`config.mk`:
```
export PLATFORM = sky130hd
export DESIGN_NAME = rec_exec_top
export DESIGN_NICKNAME = d
export VERILOG_FILES = /design/src/rec_pkg.sv /design/src/rec_exec_top.sv /design/src/rec_cmd_fsm.sv /design/src/rec_csr_bank.sv /design/src/rec_resp_serializer.sv /design/src/rec_indirect_fifo.sv
export SDC_FILE = /design/constraint.sdc
export NUM_CORES = 2
export LEC_CHECK = 0
export BUFFER_PORTS_ARGS = -buffer_cell sky130_fd_sc_hd__buf_2
export CAP_MARGIN = 5
export CELL_PAD_IN_SITES_DETAIL_PLACEMENT = 1
export CELL_PAD_IN_SITES_GLOBAL_PLACEMENT = 2
export CORE_MARGIN = 1
export CORE_UTILIZATION = 48
export CTS_BUF_LIST = sky130_fd_sc_hd__clkbuf_4
export DETAILED_ROUTE_END_ITERATION = 12
export PLACE_DENSITY_LB_ADDON = 0.2
export SYNTH_ARGS = -nofsm -noshare
export SYNTH_HDL_FRONTEND = slang
export SYNTH_HIERARCHICAL = 1
export SYNTH_SLANG_ARGS = --single-unit
```
`constraint.sdc`:
```
create_clock -name clk_i -period 5.1 [get_ports clk_i]
set_clock_uncertainty 0.05 [all_clocks]
set_input_delay 0.51 -clock clk_i [delete_from_list [all_inputs] [get_ports clk_i]]
set_output_delay 0.51 -clock clk_i [all_outputs]
set_load 0.005 [all_outputs]
```
`src/rec_pkg.sv`:
```
// Shared widths, command, register, state and status types, register lengths
package rec_pkg;

  // Payload and register word width
  localparam int unsigned WordW = 32;
  // Command and response length width
  localparam int unsigned LenW = 16;

  // Supported command codes
  typedef enum logic [7:0] {
    CMD_DEVICE_STATUS        = 8'd36,
    CMD_DEVICE_RESET         = 8'd37,
    CMD_RECOVERY_CTRL        = 8'd38,
    CMD_INDIRECT_FIFO_CTRL   = 8'd45,
    CMD_INDIRECT_FIFO_STATUS = 8'd46,
    CMD_INDIRECT_FIFO_DATA   = 8'd47
  } command_e;

  // Bounds of the command code space
  localparam logic [7:0] CmdFirst      = 8'd34;
  localparam logic [7:0] CmdLastNormal = 8'd39;
  localparam logic [7:0] CmdLast       = 8'd47;

  // Register word selector, consecutive up to the last FIFO status word
  typedef enum logic [7:0] {
    CSR_DEVICE_STATUS_0 = 8'd0,
    CSR_DEVICE_STATUS_1 = 8'd1,
    CSR_DEVICE_RESET    = 8'd2,
    CSR_RECOVERY_CTRL   = 8'd3,
    CSR_FIFO_CTRL_0     = 8'd4,
    CSR_FIFO_CTRL_1     = 8'd5,
    CSR_FIFO_STATUS_0   = 8'd6,
    CSR_FIFO_STATUS_1   = 8'd7,
    CSR_FIFO_STATUS_2   = 8'd8,
    CSR_FIFO_STATUS_3   = 8'd9,
    CSR_FIFO_STATUS_4   = 8'd10,
    CSR_INVALID         = 8'hFF
  } csr_e;

  // Executor states
  typedef enum logic [2:0] {
    Idle,
    CsrWrite,
    FifoWrite,
    CsrRead,
    CsrReadData,
    Error,
    Done
  } state_e;

  // Protocol status codes
  typedef enum logic [7:0] {
    PROT_OK        = 8'h00,
    PROT_ERROR_CRC = 8'h04
  } prot_status_e;

  // Register lengths in bytes
  localparam logic [LenW-1:0] LenDeviceStatus = 16'd7;
  localparam logic [LenW-1:0] LenDeviceReset  = 16'd3;
  localparam logic [LenW-1:0] LenRecoveryCtrl = 16'd3;
  localparam logic [LenW-1:0] LenFifoCtrl     = 16'd6;
  localparam logic [LenW-1:0] LenFifoStatus   = 16'd20;

  // RECOVERY_CTRL byte 2 value that activates the image
  localparam logic [7:0] ImageActivateCode = 8'h0F;

endpackage
```
`src/rec_exec_top.sv`:
```
// Recovery command executor top level with FSM, register bank, FIFO and serializer
module rec_exec_top
  import rec_pkg::*;
#(
  parameter int unsigned FifoDepth = 64
) (
  input  logic             clk_i,
  input  logic             rst_ni,
  input  logic             cmd_valid_i,
  input  logic             cmd_is_rd_i,
  input  logic [7:0]       cmd_code_i,
  input  logic [LenW-1:0]  cmd_len_i,
  input  logic             cmd_error_i,
  input  logic             recovery_mode_i,
  output logic             cmd_done_o,
  output logic             rx_rreq_o,
  input  logic             rx_rack_i,
  input  logic [WordW-1:0] rx_rdata_i,
  output logic             rx_queue_clr_o,
  output logic             res_valid_o,
  input  logic             res_ready_i,
  output logic [LenW-1:0]  res_len_o,
  output logic             res_dvalid_o,
  input  logic             res_dready_i,
  output logic [7:0]       res_data_o,
  output logic             res_dlast_o,
  input  logic             fifo_rreq_i,
  output logic             fifo_rack_o,
  output logic [WordW-1:0] fifo_rdata_o,
  output logic             payload_available_o,
  output logic             image_activated_o
);

  csr_e             csr_sel;
  logic             wr_en, fifo_push, fifo_clr;
  logic             read_start, word_next, read_end;
  logic [LenW-1:0]  read_len;
  logic             status_we;
  prot_status_e     prot_status;
  logic [WordW-1:0] rd_word, fifo_wr_idx, fifo_rd_idx;
  logic             fifo_full, fifo_empty;

  // Response length is the latched register length
  assign res_len_o = read_len;

  rec_cmd_fsm u_cmd_fsm (
    .clk_i, .rst_ni, .cmd_valid_i, .cmd_is_rd_i, .cmd_code_i, .cmd_len_i, .cmd_error_i,
    .recovery_mode_i, .rx_rack_i, .res_ready_i, .word_next_i(word_next),
    .read_end_i(read_end), .cmd_done_o, .rx_rreq_o, .rx_queue_clr_o,
    .csr_sel_o(csr_sel), .wr_en_o(wr_en), .fifo_push_o(fifo_push),
    .read_start_o(read_start), .read_len_o(read_len), .res_valid_o,
    .status_we_o(status_we), .prot_status_o(prot_status)
  );

  rec_csr_bank #(.FifoDepth(FifoDepth)) u_csr_bank (
    .clk_i, .rst_ni, .csr_sel_i(csr_sel), .wr_en_i(wr_en), .wr_data_i(rx_rdata_i),
    .status_we_i(status_we), .prot_status_i(prot_status), .fifo_full_i(fifo_full),
    .fifo_empty_i(fifo_empty), .fifo_wr_idx_i(fifo_wr_idx), .fifo_rd_idx_i(fifo_rd_idx),
    .rd_word_o(rd_word), .fifo_clr_o(fifo_clr), .image_activated_o
  );

  rec_indirect_fifo #(.FifoDepth(FifoDepth)) u_indirect_fifo (
    .clk_i, .rst_ni, .push_i(fifo_push), .push_data_i(rx_rdata_i), .clr_i(fifo_clr),
    .rreq_i(fifo_rreq_i), .rack_o(fifo_rack_o), .rdata_o(fifo_rdata_o),
    .full_o(fifo_full), .empty_o(fifo_empty), .wr_idx_o(fifo_wr_idx),
    .rd_idx_o(fifo_rd_idx), .payload_available_o
  );

  rec_resp_serializer u_resp_serializer (
    .clk_i, .rst_ni, .start_i(read_start), .len_i(read_len), .word_i(rd_word),
    .dready_i(res_dready_i), .dvalid_o(res_dvalid_o), .data_o(res_data_o),
    .dlast_o(res_dlast_o), .word_next_o(word_next), .end_o(read_end)
  );

endmodule

```
`src/rec_cmd_fsm.sv`:
```
// Command FSM with legality check, register selection and write-word counting
module rec_cmd_fsm
  import rec_pkg::*;
(
  input  logic            clk_i,
  input  logic            rst_ni,
  input  logic            cmd_valid_i,
  input  logic            cmd_is_rd_i,
  input  logic [7:0]      cmd_code_i,
  input  logic [LenW-1:0] cmd_len_i,
  input  logic            cmd_error_i,
  input  logic            recovery_mode_i,
  input  logic            rx_rack_i,
  input  logic            res_ready_i,
  input  logic            word_next_i,
  input  logic            read_end_i,
  output logic            cmd_done_o,
  output logic            rx_rreq_o,
  output logic            rx_queue_clr_o,
  output csr_e            csr_sel_o,
  output logic            wr_en_o,
  output logic            fifo_push_o,
  output logic            read_start_o,
  output logic [LenW-1:0] read_len_o,
  output logic            res_valid_o,
  output logic            status_we_o,
  output prot_status_e    prot_status_o
);

  state_e          state_q, state_d;
  csr_e            sel_d, csr_sel_q, sel_step;
  logic [LenW-1:0] len_d, csr_len_q;
  logic [LenW-1:0] words_d, dcnt_q;
  logic            supported, legal, rreq_d;
  prot_status_e    prot_q;

  // Selector and byte length per code
  always_comb begin
    sel_d     = CSR_INVALID;
    len_d     = '0;
    supported = 1'b1;
    case (cmd_code_i)
      CMD_DEVICE_STATUS: begin
        sel_d = CSR_DEVICE_STATUS_0;
        len_d = LenDeviceStatus;
      end
      CMD_DEVICE_RESET: begin
        sel_d = CSR_DEVICE_RESET;
        len_d = LenDeviceReset;
      end
      CMD_RECOVERY_CTRL: begin
        sel_d = CSR_RECOVERY_CTRL;
        len_d = LenRecoveryCtrl;
      end
      CMD_INDIRECT_FIFO_CTRL: begin
        sel_d = CSR_FIFO_CTRL_0;
        len_d = LenFifoCtrl;
      end
      CMD_INDIRECT_FIFO_STATUS: begin
        sel_d = CSR_FIFO_STATUS_0;
        len_d = LenFifoStatus;
      end
      // Write only, there is no register behind it
      CMD_INDIRECT_FIFO_DATA: supported = !cmd_is_rd_i;
      default: supported = 1'b0;
    endcase
  end

  assign legal = !cmd_error_i && (cmd_code_i >= CmdFirst) && (cmd_code_i <= CmdLast) &&
                 (recovery_mode_i || (cmd_code_i <= CmdLastNormal)) && supported;

  // Byte length rounded up to whole words
  assign words_d = {2'b00, cmd_len_i[LenW-1:2]} + LenW'(|cmd_len_i[1:0]);

  // Saturates at INVALID once past the last register word
  assign sel_step = (csr_sel_q < CSR_FIFO_STATUS_4) ? csr_e'(csr_sel_q + 8'd1) : CSR_INVALID;

  always_comb begin
    state_d = state_q;
    rreq_d  = 1'b0;
    case (state_q)
      Idle: begin
        if (cmd_valid_i) begin
          if (!legal) begin
            state_d = Error;
          end else if (cmd_is_rd_i) begin
            state_d = CsrRead;
          end else if (words_d == '0) begin
            state_d = Done;
          end else begin
            state_d = (cmd_code_i == CMD_INDIRECT_FIFO_DATA) ? FifoWrite : CsrWrite;
            rreq_d  = 1'b1;
          end
        end
      end
      CsrWrite, FifoWrite: begin
        if (rx_rack_i) begin
          if (dcnt_q == LenW'(1)) begin
            state_d = Done;
          end else begin
            rreq_d = 1'b1;
          end
        end
      end
      CsrRead: if (res_ready_i) state_d = CsrReadData;
      CsrReadData: if (read_end_i) state_d = Done;
      Error: state_d = Done;
      Done: state_d = Idle;
      default: state_d = Idle;
    endcase
  end

  always_ff @(posedge clk_i or negedge rst_ni) begin
    if (!rst_ni) begin
      state_q   <= Idle;
      rx_rreq_o <= 1'b0;
      csr_sel_q <= CSR_INVALID;
      csr_len_q <= '0;
      dcnt_q    <= '0;
      prot_q    <= PROT_OK;
    end else begin
      state_q   <= state_d;
      rx_rreq_o <= rreq_d;
      if (state_q == Idle && cmd_valid_i) begin
        csr_sel_q <= sel_d;
        csr_len_q <= len_d;
        dcnt_q    <= words_d;
        prot_q    <= cmd_error_i ? PROT_ERROR_CRC : PROT_OK;
      end else if (state_q == CsrWrite && rx_rack_i) begin
        csr_sel_q <= sel_step;
        dcnt_q    <= dcnt_q - LenW'(1);
      end else if (state_q == FifoWrite && rx_rack_i) begin
        dcnt_q <= dcnt_q - LenW'(1);
      end else if (state_q == CsrReadData && word_next_i) begin
        csr_sel_q <= sel_step;
      end
    end
  end

  assign cmd_done_o     = (state_q == Done);
  assign rx_queue_clr_o = (state_q == Error);
  assign csr_sel_o      = csr_sel_q;
  assign wr_en_o        = (state_q == CsrWrite) && rx_rack_i;
  assign fifo_push_o    = (state_q == FifoWrite) && rx_rack_i;
  assign res_valid_o    = (state_q == CsrRead);
  assign read_start_o   = (state_q == CsrRead) && res_ready_i;
  assign read_len_o     = csr_len_q;
  // Status recorded as each command ends
  assign status_we_o    = (state_q == Done);
  assign prot_status_o  = prot_q;

endmodule

```
`src/rec_csr_bank.sv`:
```
// Recovery register bank, protocol status, read mux and image-activated flag
module rec_csr_bank
  import rec_pkg::*;
#(
  parameter int unsigned FifoDepth = 64
) (
  input  logic             clk_i,
  input  logic             rst_ni,
  input  csr_e             csr_sel_i,
  input  logic             wr_en_i,
  input  logic [WordW-1:0] wr_data_i,
  input  logic             status_we_i,
  input  prot_status_e     prot_status_i,
  input  logic             fifo_full_i,
  input  logic             fifo_empty_i,
  input  logic [WordW-1:0] fifo_wr_idx_i,
  input  logic [WordW-1:0] fifo_rd_idx_i,
  output logic [WordW-1:0] rd_word_o,
  output logic             fifo_clr_o,
  output logic             image_activated_o
);

  logic [23:0]      device_reset_q;
  logic [23:0]      recovery_ctrl_q;
  logic [15:0]      fifo_ctrl_0_q;
  logic [WordW-1:0] fifo_ctrl_1_q;
  prot_status_e     prot_status_q;

  // Writable registers; other selectors drop the word
  always_ff @(posedge clk_i or negedge rst_ni) begin
    if (!rst_ni) begin
      device_reset_q  <= '0;
      recovery_ctrl_q <= '0;
      fifo_ctrl_0_q   <= '0;
      fifo_ctrl_1_q   <= '0;
    end else if (wr_en_i) begin
      case (csr_sel_i)
        CSR_DEVICE_RESET:  device_reset_q  <= wr_data_i[23:0];
        CSR_RECOVERY_CTRL: recovery_ctrl_q <= wr_data_i[23:0];
        CSR_FIFO_CTRL_0:   fifo_ctrl_0_q   <= wr_data_i[15:0];
        CSR_FIFO_CTRL_1:   fifo_ctrl_1_q   <= wr_data_i;
        default: ;
      endcase
    end
  end

  // Protocol status of the last finished command
  always_ff @(posedge clk_i or negedge rst_ni) begin
    if (!rst_ni) begin
      prot_status_q <= PROT_OK;
    end else if (status_we_i) begin
      prot_status_q <= prot_status_i;
    end
  end

  // FIFO reset request is byte 1 of FIFO_CTRL_0
  assign fifo_clr_o = wr_en_i && (csr_sel_i == CSR_FIFO_CTRL_0) && (wr_data_i[15:8] == 8'd1);

  assign image_activated_o = (recovery_ctrl_q[23:16] == ImageActivateCode);

  // Read mux, follows the selector in the same cycle
  always_comb begin
    case (csr_sel_i)
      CSR_DEVICE_STATUS_0: rd_word_o = {16'h0000, prot_status_q, 8'h00};
      CSR_DEVICE_RESET:    rd_word_o = {8'h00, device_reset_q};
      CSR_RECOVERY_CTRL:   rd_word_o = {8'h00, recovery_ctrl_q};
      CSR_FIFO_CTRL_0:     rd_word_o = {16'h0000, fifo_ctrl_0_q};
      CSR_FIFO_CTRL_1:     rd_word_o = fifo_ctrl_1_q;
      CSR_FIFO_STATUS_0:   rd_word_o = {30'd0, fifo_full_i, fifo_empty_i};
      CSR_FIFO_STATUS_1:   rd_word_o = fifo_wr_idx_i;
      CSR_FIFO_STATUS_2:   rd_word_o = fifo_rd_idx_i;
      CSR_FIFO_STATUS_3:   rd_word_o = WordW'(FifoDepth);
      // DEVICE_STATUS_1, FIFO_STATUS_4 and INVALID read as zero
      default:             rd_word_o = '0;
    endcase
  end

endmodule

```
`src/rec_resp_serializer.sv`:
```
// Read response byte streamer with remaining-byte count and last marker
module rec_resp_serializer
  import rec_pkg::*;
(
  input  logic             clk_i,
  input  logic             rst_ni,
  input  logic             start_i,
  input  logic [LenW-1:0]  len_i,
  input  logic [WordW-1:0] word_i,
  input  logic             dready_i,
  output logic             dvalid_o,
  output logic [7:0]       data_o,
  output logic             dlast_o,
  output logic             word_next_o,
  output logic             end_o
);

  logic [LenW-1:0] remain_q;
  logic [1:0]      lane_q;
  logic            hs;

  assign hs = dvalid_o && dready_i;

  always_ff @(posedge clk_i or negedge rst_ni) begin
    if (!rst_ni) begin
      dvalid_o <= 1'b0;
      remain_q <= '0;
      lane_q   <= '0;
    end else if (start_i) begin
      dvalid_o <= (len_i != '0);
      remain_q <= len_i;
      lane_q   <= '0;
    end else if (hs) begin
      remain_q <= remain_q - LenW'(1);
      lane_q   <= lane_q + 2'd1;
      if (remain_q == LenW'(1)) dvalid_o <= 1'b0;
    end
  end

  // Least significant byte first
  always_comb begin
    case (lane_q)
      2'd0:    data_o = word_i[7:0];
      2'd1:    data_o = word_i[15:8];
      2'd2:    data_o = word_i[23:16];
      default: data_o = word_i[31:24];
    endcase
  end

  assign dlast_o     = dvalid_o && (remain_q == LenW'(1));
  assign word_next_o = hs && (lane_q == 2'd3);
  assign end_o       = hs && (remain_q == LenW'(1));

endmodule

```
`src/rec_indirect_fifo.sv`:
```
// Indirect image FIFO with indices, clear, full/empty and payload-available flag
module rec_indirect_fifo
  import rec_pkg::*;
#(
  parameter int unsigned FifoDepth = 64
) (
  input  logic             clk_i,
  input  logic             rst_ni,
  input  logic             push_i,
  input  logic [WordW-1:0] push_data_i,
  input  logic             clr_i,
  input  logic             rreq_i,
  output logic             rack_o,
  output logic [WordW-1:0] rdata_o,
  output logic             full_o,
  output logic             empty_o,
  output logic [WordW-1:0] wr_idx_o,
  output logic [WordW-1:0] rd_idx_o,
  output logic             payload_available_o
);

  localparam int unsigned AddrW = $clog2(FifoDepth);

  logic [WordW-1:0] mem [FifoDepth];
  // One extra bit tells full from empty
  logic [AddrW:0]   wr_ptr_q, rd_ptr_q;
  logic             push_ok, pop_ok;

  assign empty_o = (wr_ptr_q == rd_ptr_q);
  assign full_o  = (wr_ptr_q[AddrW] != rd_ptr_q[AddrW]) &&
                   (wr_ptr_q[AddrW-1:0] == rd_ptr_q[AddrW-1:0]);

  // Push into a full FIFO is dropped
  assign push_ok = push_i && !full_o && !clr_i;
  assign pop_ok  = rreq_i && !empty_o && !clr_i;

  always_ff @(posedge clk_i or negedge rst_ni) begin
    if (!rst_ni) begin
      wr_ptr_q            <= '0;
      rd_ptr_q            <= '0;
      rack_o              <= 1'b0;
      payload_available_o <= 1'b0;
    end else begin
      rack_o <= pop_ok;
      if (clr_i) begin
        wr_ptr_q <= '0;
        rd_ptr_q <= '0;
      end else begin
        if (push_ok) wr_ptr_q <= wr_ptr_q + 1'b1;
        if (pop_ok) rd_ptr_q <= rd_ptr_q + 1'b1;
      end
      // Set by the first word, dropped once drained
      if (!payload_available_o && push_ok) begin
        payload_available_o <= 1'b1;
      end else if (payload_available_o && empty_o) begin
        payload_available_o <= 1'b0;
      end
    end
  end

  always_ff @(posedge clk_i) begin
    if (push_ok) mem[wr_ptr_q[AddrW-1:0]] <= push_data_i;
    if (pop_ok) rdata_o <= mem[rd_ptr_q[AddrW-1:0]];
  end

  assign wr_idx_o = WordW'(wr_ptr_q[AddrW-1:0]);
  assign rd_idx_o = WordW'(rd_ptr_q[AddrW-1:0]);

endmodule

```
==> out/metrics.cfg <==
[sta]
period_share_pct=95.7
finalHoldViolCount=0
final.setup.tns_ns=0
max_freq_mhz=205
slew_headroom_pct=18.0
setup_viol=0
worst_pin_slew_ns=1.22
rsz0062_at_grt=false
fin_crit_ns=4.88
drv_slew=0

[worst_setup_path]
slowest_delay_ns=0.63
reg2reg_slack_ns=1.03
crit_slowest_cell=or4_1
worstReg2RegStart=u_indirect_fifo/rd_ptr_q[0]
reg2reg_depth=5
crit_arrival_ns=4.32
cp-start-kind=register
critPathMaxFanout=15
cp.required_ns=4.54
worstSetupEndpointType=primary output
r2r-end=u_indirect_fifo/rdata_o[8]
criticalPathCategory=reg -> out
worstPathCellList=or4_1, buf_4, nor4_4, a221oi_1, o21ai_0, a222oi_1, mux2i_1, buf_2

[placement]
dp_hpwl_um=148000
post_dp_cell_area_mm2=0.0944
io_buffers=118
gp_congestion=0.808
dp.cells=7168

[clock_tree]
cts.sinks=2252
cts_buffers=602
clk-insertion-delay-late_ns=1.36
clk_pin_slew_ns=0.06
clockBufferDepth=4
h-tree-depth=6
cts_tree=done
root_buffer=clkbuf_4

[power]
peakVddDrop_v=0.000399
p_per_area_mw_per_mm2=504
p_sw_share_pct=32.8
pwr-share-seq_pct=41.6
leakage_nw=35.0
p_int_mw=34.9
clock_power_share_pct=29.8
power_frac_comb_pct=28.6
power.total_mw=51.9
switchingPower_mw=17.0

[cells_and_area]
syn2layout_area_growth_pct=14.2
final_core_util_pct=55.4
final_cells=8318
layout-drive-gt1-share_pct=32.8
nets=5496
fin_area_mm2=0.103

[grt]
grt-ovfl-total=0
grt_usage_pct=27.5
grt_first_pass_wirelength_um=374000
grt_max_degree=110
antenna_found_initial=23
grt_pass1_vias=53300

[synth]
synth-seq-cells=2252
yosysMostFrequentCell=edfxtp_1
synth_top_area_share_pct=69.3
synth_edf_count=2080
syn_area_mm2=0.0902
syn_inst=4654
synthTopCellsByCount=edfxtp_1, mux4_2, mux2i_1, dfrtp_1, a22oi_1
synth_cell_type_count=91
ys.flop_type=edfxtp_1
netlist_top_cells_area=edfxtp_1, mux4_2, dfrtp_1, mux2i_1, a22oi_1
synthArstFlopShare_pct=7.64
yosys.area.top_type=edfxtp_1
ys_warn_count=6
synth.yosys.seq_area_share_pct=74.0
synth.avg_cell_area_um2=19.4

[job]
drv_cap=0

[route]
postRouteWirelength_um=261000
via_count=50300
drc=0
avgRoutedWirePerCell_um=31.4
firstDrtPassIters=5
vias_per_cell=6.05
drtIter0Drc=4749
drtAntennaViolNets=0

[floorplan]
die_x_um=435
ios=131
die-area_mm2=0.190
core_area_mm2=0.186
start_util_pct=48.5
row_count=158
die_h_um=435

[worst_hold_path]
min_from=cmd_len_i[0]
worstHoldEndpoint=u_cmd_fsm/dcnt_q[3]
worstHoldPathType=in -> reg
hold_depth=7

[status]
status=completed

## routing by layer
metal | vias up | wire length, um | track usage, % | share of wire [%]
li1 | 21000 | - | - | -
met4 | 6 | 8510 | 10.5 | 3.3
met3 | 417 | 18000 | 5.09 | 6.9
met1 | 26900 | 107000 | 37.3 | 41
met5 | - | 45 | 0 | 0.017
met2 | 2033 | 127000 | 44.5 | 49
## cells by family (layout without fill, tap and decap cells)
group / Yosys count / count (layout) / synth area share (%)
flip-flops: 2252 / 2252 / 74.0
multiplexers: 800 / 800 / 14.5
AO/OA/AOI/OAI: 640 / 640 / 5.17
AND/OR/NAND/NOR: 509 / 509 / 3.07
buffers and inverters: 392 / 1487 / 2.56
XOR/XNOR: 45 / 45 / 0.437
adder cells (fa/ha/maj): 14 / 14 / 0.194
other: 2 / 91 / 0.00833
## power by group through the flow
stage	logic [mW]	clock network (mW)	registers (mW)
global route	15.5	16.7	21.6
global placement	14.5	0	22.0
CTS	14.9	15.9	21.6
floorplan	9.52	0	21.4
finish	14.9	15.5	21.6
detailed placement	14.7	0	22.0
## worst max path at each step
stage / depth (start not counted) / endpoint / slack [ns] / from
floorplan: 11 / u_indirect_fifo/mem[53][0] / 0.70 / u_cmd_fsm/csr_sel_o[3]
global placement: 5 / u_indirect_fifo/rdata_o[8] / 0.79 / u_indirect_fifo/rd_ptr_q[0]
detailed placement: 5 / u_indirect_fifo/rdata_o[8] / 0.80 / u_indirect_fifo/rd_ptr_q[0]
CTS: 8 / res_data_o[5] / 0.003 / u_cmd_fsm/csr_sel_o[0]
global route: 8 / res_data_o[2] / 0.006 / u_cmd_fsm/csr_sel_o[5]
finish: 8 / res_data_o[2] / 0.22 / u_cmd_fsm/csr_sel_o[5]
## flip-flops by register name (all words and copies together), names as in the netlist, 7 cells and up
register,flops
u_indirect_fifo/mem,2048
u_csr_bank/fifo_ctrl_1_q,32
u_indirect_fifo/rdata_o,32
u_csr_bank/device_reset_q,24
u_csr_bank/recovery_ctrl_q,24
u_cmd_fsm/dcnt_q,16
u_csr_bank/fifo_ctrl_0_q,16
u_resp_serializer/remain_q,16
u_cmd_fsm/csr_sel_o,8
u_csr_bank/prot_status_q,8
u_indirect_fifo/rd_ptr_q,7
u_indirect_fifo/wr_ptr_q,7
## cell type report
| cell class | count | area (um2) |
|---|---|---|
| antenna | 20 | 50.0 |
| clock buffer | 889 | 6670 |
| clock inverter | 117 | 589 |
| fill | 16800 | 83000 |
| inverter | 25 | 93.8 |
| multi-input combinational | 2079 | 21900 |
| sequential | 2252 | 66800 |
| tap | 2480 | 3100 |
| timing repair buffer | 456 | 3740 |
## cell usage in the layout (no fill, tap or decap), types with 22 or more instances in the layout
master	count
clkinv_1	82
clkbuf_4	889
a221oi_1	43
buf_12	22
xnor2_1	25
a221o_1	34
dfrtp_1	158
dlygate4sd3_1	122
o22ai_1	40
nor2_4	67
buf_4	195
a21oi_1	67
o211ai_1	45
mux2i_1	295
nand2b_1	42
nand2_1	89
inv_1	23
a22oi_1	162
edfxtp_1	2080
o32ai_1	23
mux2_2	95
buf_2	115
o21ai_0	106
conb_1	71
nor2_1	48
nand3_1	44
nor3_1	51
mux4_2	389
## stage by stage
stage          worst slack [ns]  hold WS [ns]
6_report                  0.220         0.155
5_1_grt                 0.00608        0.0876
4_1_cts                 0.00310       0.00190
3_5_place_dp              0.796         0.416
3_3_place_gp              0.787         0.402
2_1_floorplan             0.695         0.164
## worst max-delay path, delay by kind of cell (launching register included)
| kind | cells | cell delay [ns] |
|---|---|---|
| flip-flops | 1 | 0.38 |
| AO/OA/AOI/OAI | 3 | 0.53 |
| AND/OR/NAND/NOR | 2 | 1.25 |
| multiplexers | 1 | 0.37 |
| buffers and inverters | 2 | 0.46 |
## repair_timing
action | 4_1_cts | 5_1_grt
endpoints found under the hold margin | 2148 | 0
resized for setup | 1 | 3
hold buffers | 123 | 0
setup endpoints to repair | 1 | 3
setup buffers | 1 | 0
No activity file was read; power rests on OpenSTA's default activity.
